### src/source/mem_test_macros.svh
`ifndef MEM_TEST_MACROS_SVH
`define MEM_TEST_MACROS_SVH

// Test RAM geometry
`define MEM_ADDR_BITS   8
`define MEM_DATA_BITS   16
`define MEM_WORDS       (1 << `MEM_ADDR_BITS)

// Timebase, scaled down for simulation
`define TICKS_PER_SEC   50     // clk_gui cycles per second
`define SECS_PER_MIN    60

////////////////////////////////////////////////////////////////////////////
// AXI4-Lite register offsets
////////////////////////////////////////////////////////////////////////////

`define REG_CTRL        4'h0   // run, clear pulse, fault mask
`define REG_PASS        4'h4   // Completed passes
`define REG_FAIL        4'h8   // Mismatching words
`define REG_ELAPSED     4'hC   // secs and BCD minutes

`endif

### src/source/mem_test_pkg.sv
`include "mem_test_macros.svh"

package mem_test_pkg;

    // Manager side of the register bus
    typedef struct packed {
        logic        awvalid;
        logic [3:0]  awaddr;
        logic        wvalid;
        logic [31:0] wdata;
        logic [3:0]  wstrb;
        logic        bready;
        logic        arvalid;
        logic [3:0]  araddr;
        logic        rready;
    } axil_req_t;

    // Slave side of the register bus
    typedef struct packed {
        logic        awready;
        logic        wready;
        logic        bvalid;
        logic [1:0]  bresp;    // Always OKAY
        logic        arready;
        logic        rvalid;
        logic [31:0] rdata;
        logic [1:0]  rresp;    // Always OKAY
    } axil_rsp_t;

    // One access to the test RAM
    typedef struct packed {
        logic                      we;
        logic [`MEM_ADDR_BITS-1:0] addr;
        logic [`MEM_DATA_BITS-1:0] wdata;
    } mem_req_t;

    // Running results
    typedef struct packed {
        logic [31:0] passcount;
        logic [31:0] failcount;
    } test_stat_t;

    // Same layout as REG_ELAPSED
    typedef struct packed {
        logic [15:0] secs;       // Binary
        logic [15:0] mins_bcd;   // Four BCD digits
    } elapsed_t;

    typedef struct packed {
        logic                      run;
        logic                      clear;        // One-cycle pulse
        logic [`MEM_DATA_BITS-1:0] fault_mask;   // Stuck-at-one bits
    } tester_ctrl_t;

endpackage

### src/source/elapsed_timer.sv
`timescale 1ns/1ps
`include "mem_test_macros.svh"

module elapsed_timer (
    input  logic                   clk_gui,
    input  logic                   timer_reset,
    output mem_test_pkg::elapsed_t elapsed
);

    localparam int TICK_W = $clog2(`TICKS_PER_SEC);
    localparam int SMIN_W = $clog2(`SECS_PER_MIN);
    localparam logic [TICK_W-1:0] TICK_MAX = TICK_W'(`TICKS_PER_SEC - 1);
    localparam logic [SMIN_W-1:0] SMIN_MAX = SMIN_W'(`SECS_PER_MIN - 1);

    logic [TICK_W-1:0] tick_cnt_q;      // Prescaler
    logic [SMIN_W-1:0] sec_in_min_q;    // Second within the minute
    logic [15:0]       secs_q;          // Seconds since reset
    logic [15:0]       mins_q;          // BCD minutes
    logic              sec_tick;
    logic              min_tick;

    assign sec_tick = (tick_cnt_q == TICK_MAX);
    assign min_tick = sec_tick && (sec_in_min_q == SMIN_MAX);

    ////////////////////////////////////////////////////////////////////////////
    // Seconds
    ////////////////////////////////////////////////////////////////////////////

    always_ff @(posedge clk_gui) begin
        if (timer_reset) begin
            tick_cnt_q   <= '0;
            sec_in_min_q <= '0;
            secs_q       <= '0;
        end else begin
            tick_cnt_q <= sec_tick ? '0 : tick_cnt_q + 1'b1;
            if (sec_tick) begin
                secs_q       <= secs_q + 1'b1;                        // Free running
                sec_in_min_q <= min_tick ? '0 : sec_in_min_q + 1'b1;
            end
        end
    end

    // Minutes, one BCD digit at a time with ripple carry
    always_ff @(posedge clk_gui) begin
        if (timer_reset) begin
            mins_q <= '0;
        end else if (min_tick) begin
            if (mins_q[3:0] < 4'd9) mins_q[3:0] <= mins_q[3:0] + 1'b1;
            else begin
                mins_q[3:0] <= '0;
                if (mins_q[7:4] < 4'd9) mins_q[7:4] <= mins_q[7:4] + 1'b1;
                else begin
                    mins_q[7:4] <= '0;
                    if (mins_q[11:8] < 4'd9) mins_q[11:8] <= mins_q[11:8] + 1'b1;
                    else begin
                        mins_q[11:8] <= '0;
                        if (mins_q[15:12] < 4'd9) mins_q[15:12] <= mins_q[15:12] + 1'b1;
                        else mins_q[15:12] <= '0;   // 9999 rolls to 0000
                    end
                end
            end
        end
    end

    assign elapsed.secs     = secs_q;
    assign elapsed.mins_bcd = mins_q;

endmodule

### src/source/mem_test_top.sv
`timescale 1ns/1ps
`include "mem_test_macros.svh"

module mem_test_top (
    input  logic                    clk_gui,
    input  logic                    timer_reset,
    input  mem_test_pkg::axil_req_t axil_req,
    output mem_test_pkg::axil_rsp_t axil_rsp
);

    mem_test_pkg::tester_ctrl_t ctrl;       // Host controls
    mem_test_pkg::mem_req_t     mem_req;    // Tester to RAM
    mem_test_pkg::test_stat_t   stat;       // Pass and fail counts
    mem_test_pkg::elapsed_t     elapsed;    // Soak time
    logic [`MEM_DATA_BITS-1:0]  ram_rdata;

    ////////////////////////////////////////////////////////////////////////////
    // Tester and its memory
    ////////////////////////////////////////////////////////////////////////////

    mem_tester tester_i (
        .clk_gui     (clk_gui),
        .timer_reset (timer_reset),
        .ctrl        (ctrl),
        .mem_req     (mem_req),
        .rdata       (ram_rdata),
        .stat        (stat)
    );

    test_ram ram_i (
        .clk_gui    (clk_gui),
        .mem_req    (mem_req),
        .fault_mask (ctrl.fault_mask),  // Injected stuck-at-one bits
        .rdata      (ram_rdata)
    );

    // Time since reset
    elapsed_timer timer_i (
        .clk_gui     (clk_gui),
        .timer_reset (timer_reset),
        .elapsed     (elapsed)
    );

    // Host access
    status_regs_axil regs_i (
        .clk_gui     (clk_gui),
        .timer_reset (timer_reset),
        .axil_req    (axil_req),
        .axil_rsp    (axil_rsp),
        .ctrl        (ctrl),
        .stat        (stat),
        .elapsed     (elapsed)
    );

endmodule

### src/source/mem_tester.sv
`timescale 1ns/1ps
`include "mem_test_macros.svh"

module mem_tester (
    input  logic                       clk_gui,
    input  logic                       timer_reset,
    input  mem_test_pkg::tester_ctrl_t ctrl,
    output mem_test_pkg::mem_req_t     mem_req,
    input  logic [`MEM_DATA_BITS-1:0]  rdata,
    output mem_test_pkg::test_stat_t   stat
);

    localparam logic [`MEM_ADDR_BITS-1:0] ADDR_LAST = {`MEM_ADDR_BITS{1'b1}};

    typedef enum logic [1:0] {
        PH_IDLE,     // Waiting for run
        PH_WRITE,    // Pattern fill sweep
        PH_READ      // Read back sweep
    } phase_t;

    phase_t                    phase_q;
    logic [`MEM_ADDR_BITS-1:0] addr_q;
    logic [7:0]                pass_q;      // Low byte of pass number

    // Compare stage, one cycle behind the read
    logic                      chk_valid_q;
    logic                      chk_last_q;
    logic [`MEM_DATA_BITS-1:0] chk_exp_q;

    mem_test_pkg::test_stat_t  stat_q;

    // High byte mixes in the pass, low byte is the address
    function automatic logic [`MEM_DATA_BITS-1:0] pattern(
        input logic [`MEM_ADDR_BITS-1:0] addr,
        input logic [7:0]                pass
    );
        return {addr ^ pass, addr};
    endfunction

    ////////////////////////////////////////////////////////////////////////////
    // Sweep sequencer
    ////////////////////////////////////////////////////////////////////////////

    always_ff @(posedge clk_gui) begin
        if (timer_reset || ctrl.clear) begin
            phase_q <= PH_IDLE;     // Back to pass 0, address 0
            addr_q  <= '0;
            pass_q  <= '0;
        end else begin
            case (phase_q)
                PH_IDLE: begin
                    if (ctrl.run)
                        phase_q <= PH_WRITE;
                end
                PH_WRITE: begin
                    addr_q <= addr_q + 1'b1;            // Wraps to 0 for the read sweep
                    if (addr_q == ADDR_LAST)
                        phase_q <= PH_READ;
                end
                PH_READ: begin
                    addr_q <= addr_q + 1'b1;
                    if (addr_q == ADDR_LAST) begin
                        pass_q  <= pass_q + 1'b1;
                        // run is only sampled between passes
                        phase_q <= ctrl.run ? PH_WRITE : PH_IDLE;
                    end
                end
                default: phase_q <= PH_IDLE;
            endcase
        end
    end

    // RAM request straight from sequencer state
    assign mem_req.we    = (phase_q == PH_WRITE);
    assign mem_req.addr  = addr_q;
    assign mem_req.wdata = pattern(addr_q, pass_q);

    ////////////////////////////////////////////////////////////////////////////
    // Compare and count
    ////////////////////////////////////////////////////////////////////////////

    always_ff @(posedge clk_gui) begin
        if (timer_reset || ctrl.clear) begin
            chk_valid_q <= 1'b0;    // Drop any read in flight
            chk_last_q  <= 1'b0;
        end else begin
            chk_valid_q <= (phase_q == PH_READ);
            chk_last_q  <= (phase_q == PH_READ) && (addr_q == ADDR_LAST);
        end
    end

    // Expected word tracks the issued read
    always_ff @(posedge clk_gui) begin
        chk_exp_q <= pattern(addr_q, pass_q);
    end

    always_ff @(posedge clk_gui) begin
        if (timer_reset || ctrl.clear) begin
            stat_q <= '0;
        end else if (chk_valid_q) begin
            if (rdata != chk_exp_q)
                stat_q.failcount <= stat_q.failcount + 1'b1;   // One per bad word
            if (chk_last_q)
                stat_q.passcount <= stat_q.passcount + 1'b1;   // Counted with or without fails
        end
    end

    assign stat = stat_q;

endmodule

### src/source/status_regs_axil.sv
`timescale 1ns/1ps
`include "mem_test_macros.svh"

module status_regs_axil (
    input  logic                       clk_gui,
    input  logic                       timer_reset,
    input  mem_test_pkg::axil_req_t    axil_req,
    output mem_test_pkg::axil_rsp_t    axil_rsp,
    output mem_test_pkg::tester_ctrl_t ctrl,
    input  mem_test_pkg::test_stat_t   stat,
    input  mem_test_pkg::elapsed_t     elapsed
);

    localparam logic [1:0] RESP_OKAY = 2'b00;

    // Write channel state
    logic        aw_held_q;
    logic [3:0]  aw_addr_q;
    logic        w_held_q;
    logic [31:0] w_data_q;
    logic [3:0]  w_strb_q;
    logic        bvalid_q;
    logic        aw_ready;
    logic        w_ready;
    logic        aw_fire;
    logic        w_fire;
    logic        wr_commit;     // Both halves present

    // Read channel state
    logic        ar_held_q;
    logic [3:0]  ar_addr_q;
    logic        rvalid_q;
    logic [31:0] rdata_q;
    logic [31:0] rd_mux;
    logic        ar_ready;
    logic        ar_fire;

    mem_test_pkg::tester_ctrl_t ctrl_q;

    // Closed while a half is held or the response waits
    assign aw_ready  = ~aw_held_q & ~bvalid_q;
    assign w_ready   = ~w_held_q & ~bvalid_q;
    assign ar_ready  = ~ar_held_q & ~rvalid_q;
    assign aw_fire   = axil_req.awvalid & aw_ready;
    assign w_fire    = axil_req.wvalid & w_ready;
    assign ar_fire   = axil_req.arvalid & ar_ready;
    assign wr_commit = aw_held_q & w_held_q;

    ////////////////////////////////////////////////////////////////////////////
    // Write path
    ////////////////////////////////////////////////////////////////////////////

    always_ff @(posedge clk_gui) begin
        if (timer_reset) begin
            aw_held_q <= 1'b0;
            w_held_q  <= 1'b0;
            bvalid_q  <= 1'b0;
        end else begin
            if (aw_fire) aw_held_q <= 1'b1;
            else if (wr_commit) aw_held_q <= 1'b0;
            if (w_fire) w_held_q <= 1'b1;
            else if (wr_commit) w_held_q <= 1'b0;
            if (wr_commit) bvalid_q <= 1'b1;                    // Two cycles after accept
            else if (bvalid_q && axil_req.bready) bvalid_q <= 1'b0;
        end
    end

    // Address and data latch independently
    always_ff @(posedge clk_gui) begin
        if (aw_fire)
            aw_addr_q <= axil_req.awaddr;
        if (w_fire) begin
            w_data_q <= axil_req.wdata;
            w_strb_q <= axil_req.wstrb;
        end
    end

    // Control register, other offsets ignore writes
    always_ff @(posedge clk_gui) begin
        if (timer_reset) begin
            ctrl_q <= '0;
        end else begin
            ctrl_q.clear <= 1'b0;                               // Pulse lasts one cycle
            if (wr_commit && aw_addr_q == `REG_CTRL) begin
                if (w_strb_q[0]) begin
                    ctrl_q.run   <= w_data_q[0];
                    ctrl_q.clear <= w_data_q[1];
                end
                if (w_strb_q[2]) ctrl_q.fault_mask[7:0]  <= w_data_q[23:16];
                if (w_strb_q[3]) ctrl_q.fault_mask[15:8] <= w_data_q[31:24];
            end
        end
    end

    assign ctrl = ctrl_q;

    ////////////////////////////////////////////////////////////////////////////
    // Read path
    ////////////////////////////////////////////////////////////////////////////

    always_comb begin
        case (ar_addr_q)
            `REG_CTRL:    rd_mux = {ctrl_q.fault_mask, 14'd0, 1'b0, ctrl_q.run};  // clear reads 0
            `REG_PASS:    rd_mux = stat.passcount;
            `REG_FAIL:    rd_mux = stat.failcount;
            `REG_ELAPSED: rd_mux = elapsed;
            default:      rd_mux = '0;
        endcase
    end

    always_ff @(posedge clk_gui) begin
        if (timer_reset) begin
            ar_held_q <= 1'b0;
            rvalid_q  <= 1'b0;
        end else begin
            if (ar_fire) ar_held_q <= 1'b1;
            else if (ar_held_q) ar_held_q <= 1'b0;
            if (ar_held_q) rvalid_q <= 1'b1;                   // Held until rready
            else if (rvalid_q && axil_req.rready) rvalid_q <= 1'b0;
        end
    end

    // Sampled once, stable under back-pressure
    always_ff @(posedge clk_gui) begin
        if (ar_fire)
            ar_addr_q <= axil_req.araddr;
        if (ar_held_q)
            rdata_q <= rd_mux;
    end

    always_comb begin
        axil_rsp.awready = aw_ready;
        axil_rsp.wready  = w_ready;
        axil_rsp.bvalid  = bvalid_q;
        axil_rsp.bresp   = RESP_OKAY;
        axil_rsp.arready = ar_ready;
        axil_rsp.rvalid  = rvalid_q;
        axil_rsp.rdata   = rdata_q;
        axil_rsp.rresp   = RESP_OKAY;
    end

endmodule

### src/source/test_ram.sv
`timescale 1ns/1ps
`include "mem_test_macros.svh"

module test_ram (
    input  logic                      clk_gui,
    input  mem_test_pkg::mem_req_t    mem_req,
    input  logic [`MEM_DATA_BITS-1:0] fault_mask,
    output logic [`MEM_DATA_BITS-1:0] rdata
);

    // Storage array
    logic [`MEM_DATA_BITS-1:0] mem [`MEM_WORDS];

    // Raw word from the last read
    logic [`MEM_DATA_BITS-1:0] rd_word_q;

    ////////////////////////////////////////////////////////////////////////////
    // Write port and registered read
    ////////////////////////////////////////////////////////////////////////////

    always_ff @(posedge clk_gui) begin
        if (mem_req.we)
            mem[mem_req.addr] <= mem_req.wdata;   // Lands on this edge
    end

    // Old data on a same-address write, never used by the tester
    always_ff @(posedge clk_gui) begin
        rd_word_q <= mem[mem_req.addr];           // One cycle latency
    end

    // Faulty device model
    // Masked bits read back as one regardless of contents
    assign rdata = rd_word_q | fault_mask;

endmodule

### config.mk
export PLATFORM = sky130hd
export DESIGN_NAME = mem_test_top
export DESIGN_NICKNAME = d
export VERILOG_FILES = /design/src/source/mem_test_pkg.sv /design/src/source/elapsed_timer.sv /design/src/source/mem_test_top.sv /design/src/source/mem_tester.sv /design/src/source/status_regs_axil.sv /design/src/source/test_ram.sv
export VERILOG_INCLUDE_DIRS = /design/src /design/src/source
export SDC_FILE = /design/constraint.sdc
export NUM_CORES = 2
export LEC_CHECK = 0
export ABC_AREA = 0
export BUFFER_PORTS_ARGS = -buffer_cell sky130_fd_sc_hd__buf_2
export CORE_UTILIZATION = 55
export CTS_CLUSTER_SIZE = 28
export DETAILED_ROUTE_END_ITERATION = 16
export PLACE_DENSITY = 0.71
export SYNTH_ARGS = -nofsm -noshare
export SYNTH_HDL_FRONTEND = slang
export SYNTH_SLANG_ARGS = --single-unit
export TNS_END_PERCENT = 1
### constraint.sdc
create_clock -name clk_gui -period 34 [get_ports clk_gui]
set_input_delay 3.4 -clock clk_gui [delete_from_list [all_inputs] [get_ports clk_gui]]
set_output_delay 3.4 -clock clk_gui [all_outputs]
set_load 0.02 [all_outputs]
==> reports/results.ini <==
[job]
drv_cap=0

[die]
core_area_um2=299500
initial_core_util=0.5528
dieWidth_um=550.7
die_h_um=550.7
dieArea_um2=303200
num_rows=201
io_pins=92

[timing]
maxSlewHeadroom=0.05043
setup-tns-final_ps=0
worst_pin_slew_ps=1424
max_clock_freq_mhz=145.6
hold_violations=0
slew_viol_final=0
finalSetupViolations=0
post-route-min-period_ps=6870
fin_worst_skew_ps=52.43
rsz0062_at_grt=no
layout_setup_ws_ps=27130
fin_crit_sh=0.2021

[clock_network]
cts_made_buffers=419
h-tree-depth=5
ctsHoldBuffers=0
clockBufferDepth=4
clk_latency_ps=970
cts_setup_buffers=0
cts_tree=yes
ctsResizeCount=0
path_clk_slew_ps=60
root_buffer=clkbuf_16
clock_sinks=4340

[placement]
dp_slack_ps=27060
routabilityCongestion=0.9357
place_hpwl_um=218700
port_buffers=72

[route]
drtIter0Drc=11210
dr.pass1.iters=8
post-route-drc-count=0
vias=81900
via_per_inst=6.527
wire_per_inst_um=31.30
drt-total-wl_um=392700
ant_nets=0

[grt]
grt.overflow.total=0
grt_pass1_wl_um=566200
grtUsageTotal=0.2591
grt_max_degree=257
gr-usage-met2=0.4038
grt.met3_usage=0.06325
grt-busiest-layer=met2
grt_use_met1=0.3617
grt_pass1_vias=81460
antenna_found_initial=18

[logic_synthesis]
synth_edf_count=4157
ys_seq_area_frac=0.7760
syn-cell-area_um2=165600
synthFlopType=edfxtp_1
ys_types=53
ys_warn_count=0
async_reset_ff_frac=0
syn_inst=7847
syn_avg_cell_area_um2=21.10
synth_seq_cells=4340

[final_layout]
regArea_um2=128500
nFillCells=19750
final_layout_size_suffix_gt1_frac=0.2497
multiInputGateArea_um2=35200
nets=8304
area_delta_synth_final_pct=12.12

[worst_setup_path]
critPathLaunchType=flop
path_cells=buf_4 -> buf_12 -> buf_4 -> buf_4 -> mux4_2 -> a22oi_1 -> nand2_1 -> a22oi_1 -> a21oi_1 -> or4_1
cp_max_fo=97
path_class=reg -> reg
cp.arrival_ps=7680
crit_path_frequent_cell=buf_4
critPathRequiredTime_ps=34810
end_kind=flop
cp_slowest_stage_delay_ps=880
cp_num_buf_inv=4
cpLargestDelayFamily=buffers and inverters
slowest_stage=buf_4

[hold_path]
hold_class=reg -> reg

[pwr]
power.density_nw_per_um2=62.82
ir_worst_vdd_mv=0.04992
leakage_uw=0.05793

[outcome]
outcome=completed

-- worst min-delay path: stages (launching register included) --
cell      delay, ps
edfxtp_1        320
mux2i_1          60
nor2_1           70
-- per-layer routing --
layer	part of all wire	vias up
met1	0.38	42920
met3	0.11	707
met4	0.035	8
met2	0.48	4659
met5	0.00040	-
li1	-	33610
-- layout by cell type, fill, tap and decap left out, drive strengths merged, types with 21 or more instances in the layout --
master  synthesis  layout
mux4         1024    1024
or4            31      31
nand4          29      29
xor2           50      50
xnor2          21      21
clkinv          0     193
nand2         264     264
o21ai          29      29
inv            46      57
or3            23      23
bufinv          0      33
a22oi         576     576
edfxtp       4157    4157
buf           168     436
clkbuf        310     515
nor3           36      36
nor2          367     367
dfxtp         183     183
nand3          58      58
ha             24      24
a21oi         240     240
mux2i          23      23
-- flip-flops by register name (all words and copies together) (netlist names), 2 cells and up --
| signal | flops |
|---|---|
| regs_i.ctrl | 18 |
| regs_i.w_strb_q | 3 |
| regs_i.w_data_q | 18 |
| ram_i.rd_word_q | 16 |
| tester_i.chk_exp_q | 16 |
| regs_i.aw_addr_q | 4 |
| regs_i.rdata_q | 32 |
| timer_i.secs_q | 16 |
| tester_i.phase_q | 2 |
| tester_i.pass_q | 8 |
| tester_i.stat | 64 |
| timer_i.sec_in_min_q | 6 |
| ram_i.mem | 4096 |
| tester_i.addr_q | 8 |
| timer_i.mins_q | 16 |
| regs_i.ar_addr_q | 4 |
| timer_i.tick_cnt_q | 6 |
-- report_power, final --
group          internal, uW  switching [uW]  total [uW]
Clock                  2570            1990        4550
Combinational           599             603        1200
Sequential             5870            36.1        5910
-- synthesized netlist by cell type, types with 3 or more instances --
cell,instances,area [um^2]
xnor2_1,21,183.9
a221o_1,17,170.2
xor2_1,50,437.9
nand2b_1,9,56.30
buf_6,24,270.3
o31ai_1,10,75.07
o22ai_1,9,56.30
buf_2,81,405.4
nand2_1,264,991.0
a22oi_1,576,4324
nor2b_1,9,56.30
o211ai_1,4,30.03
o2111ai_1,3,26.28
a21o_1,3,22.52
nor3_1,36,180.2
edfxtp_1,4157,124800
mux4_2,1024,23060
buf_1,41,153.9
a21oi_1,240,1201
or2_2,4,25.02
o21ai_1,4,20.02
ha_1,24,300.3
and3_1,13,81.33
nor4_1,6,37.54
and4_1,12,105.1
nand3b_1,3,22.52
mux2i_1,23,230.2
a22o_1,17,148.9
a31oi_1,6,37.54
inv_1,46,172.7
nand3_1,58,290.3
dfxtp_1,183,3664
or4_1,31,232.7
nor2_1,367,1378
a222oi_1,15,150.1
nand4b_1,4,35.03
a41oi_1,4,35.03
or3_1,23,143.9
clkbuf_1,310,1164
o21ai_0,25,125.1
o21a_1,16,120.1
nand4_1,29,181.4
buf_4,22,165.2
and2_1,13,81.33
-- final cells by class --
type / instances / share of cell area
Inverter: 46 / 0.0009301
Antenna cell: 17 / 0.0002292
Clock buffer: 515 / 0.05945
Sequential cell: 4340 / 0.6923
Tap cell: 3958 / 0.02668
Timing Repair Buffer: 436 / 0.01767
Clock inverter: 250 / 0.01312
Multi-Input combinational cell: 2986 / 0.1896
-- stage by stage --
stage	area [um^2]	std cells	total power [uW]	util	hold WS [ps]
after floorplan	165600	7850	7005	-	452.0
after global placement	172100	11770	7214	0.5747	460.5
after detailed placement	172100	11770	7234	0.5747	463.2
after CTS	185600	12530	11730	0.6196	482.6
after global routing	185600	12540	12000	0.6197	497.2
final	185600	12550	11660	0.6198	480.8
-- path summary, 6_finish.rpt --
check / start / endpoint / slack, ps / cells past startpoint
hold reg to reg: regs_i.w_data_q[23] / regs_i.ctrl[7] / 480 / 2
setup reg to reg: tester_i.addr_q[0] / ram_i.rd_word_q[4] / 27130 / 10
hold / removal: regs_i.w_data_q[23] / regs_i.ctrl[7] / 480 / 2
setup / recovery: tester_i.addr_q[0] / ram_i.rd_word_q[4] / 27130 / 10
-- cell families after synthesis --
family,share of synthesized area
adders and majority gates,0.001814
other,0.00002265
buffers and inverters,0.01408
muxes,0.1407
DFF,0.7760
and+or+nand+nor,0.02393
AOI/OAI and AO/OA,0.03970
xor gates and xnor gates,0.003756
Power figures use the tool's default switching activity.
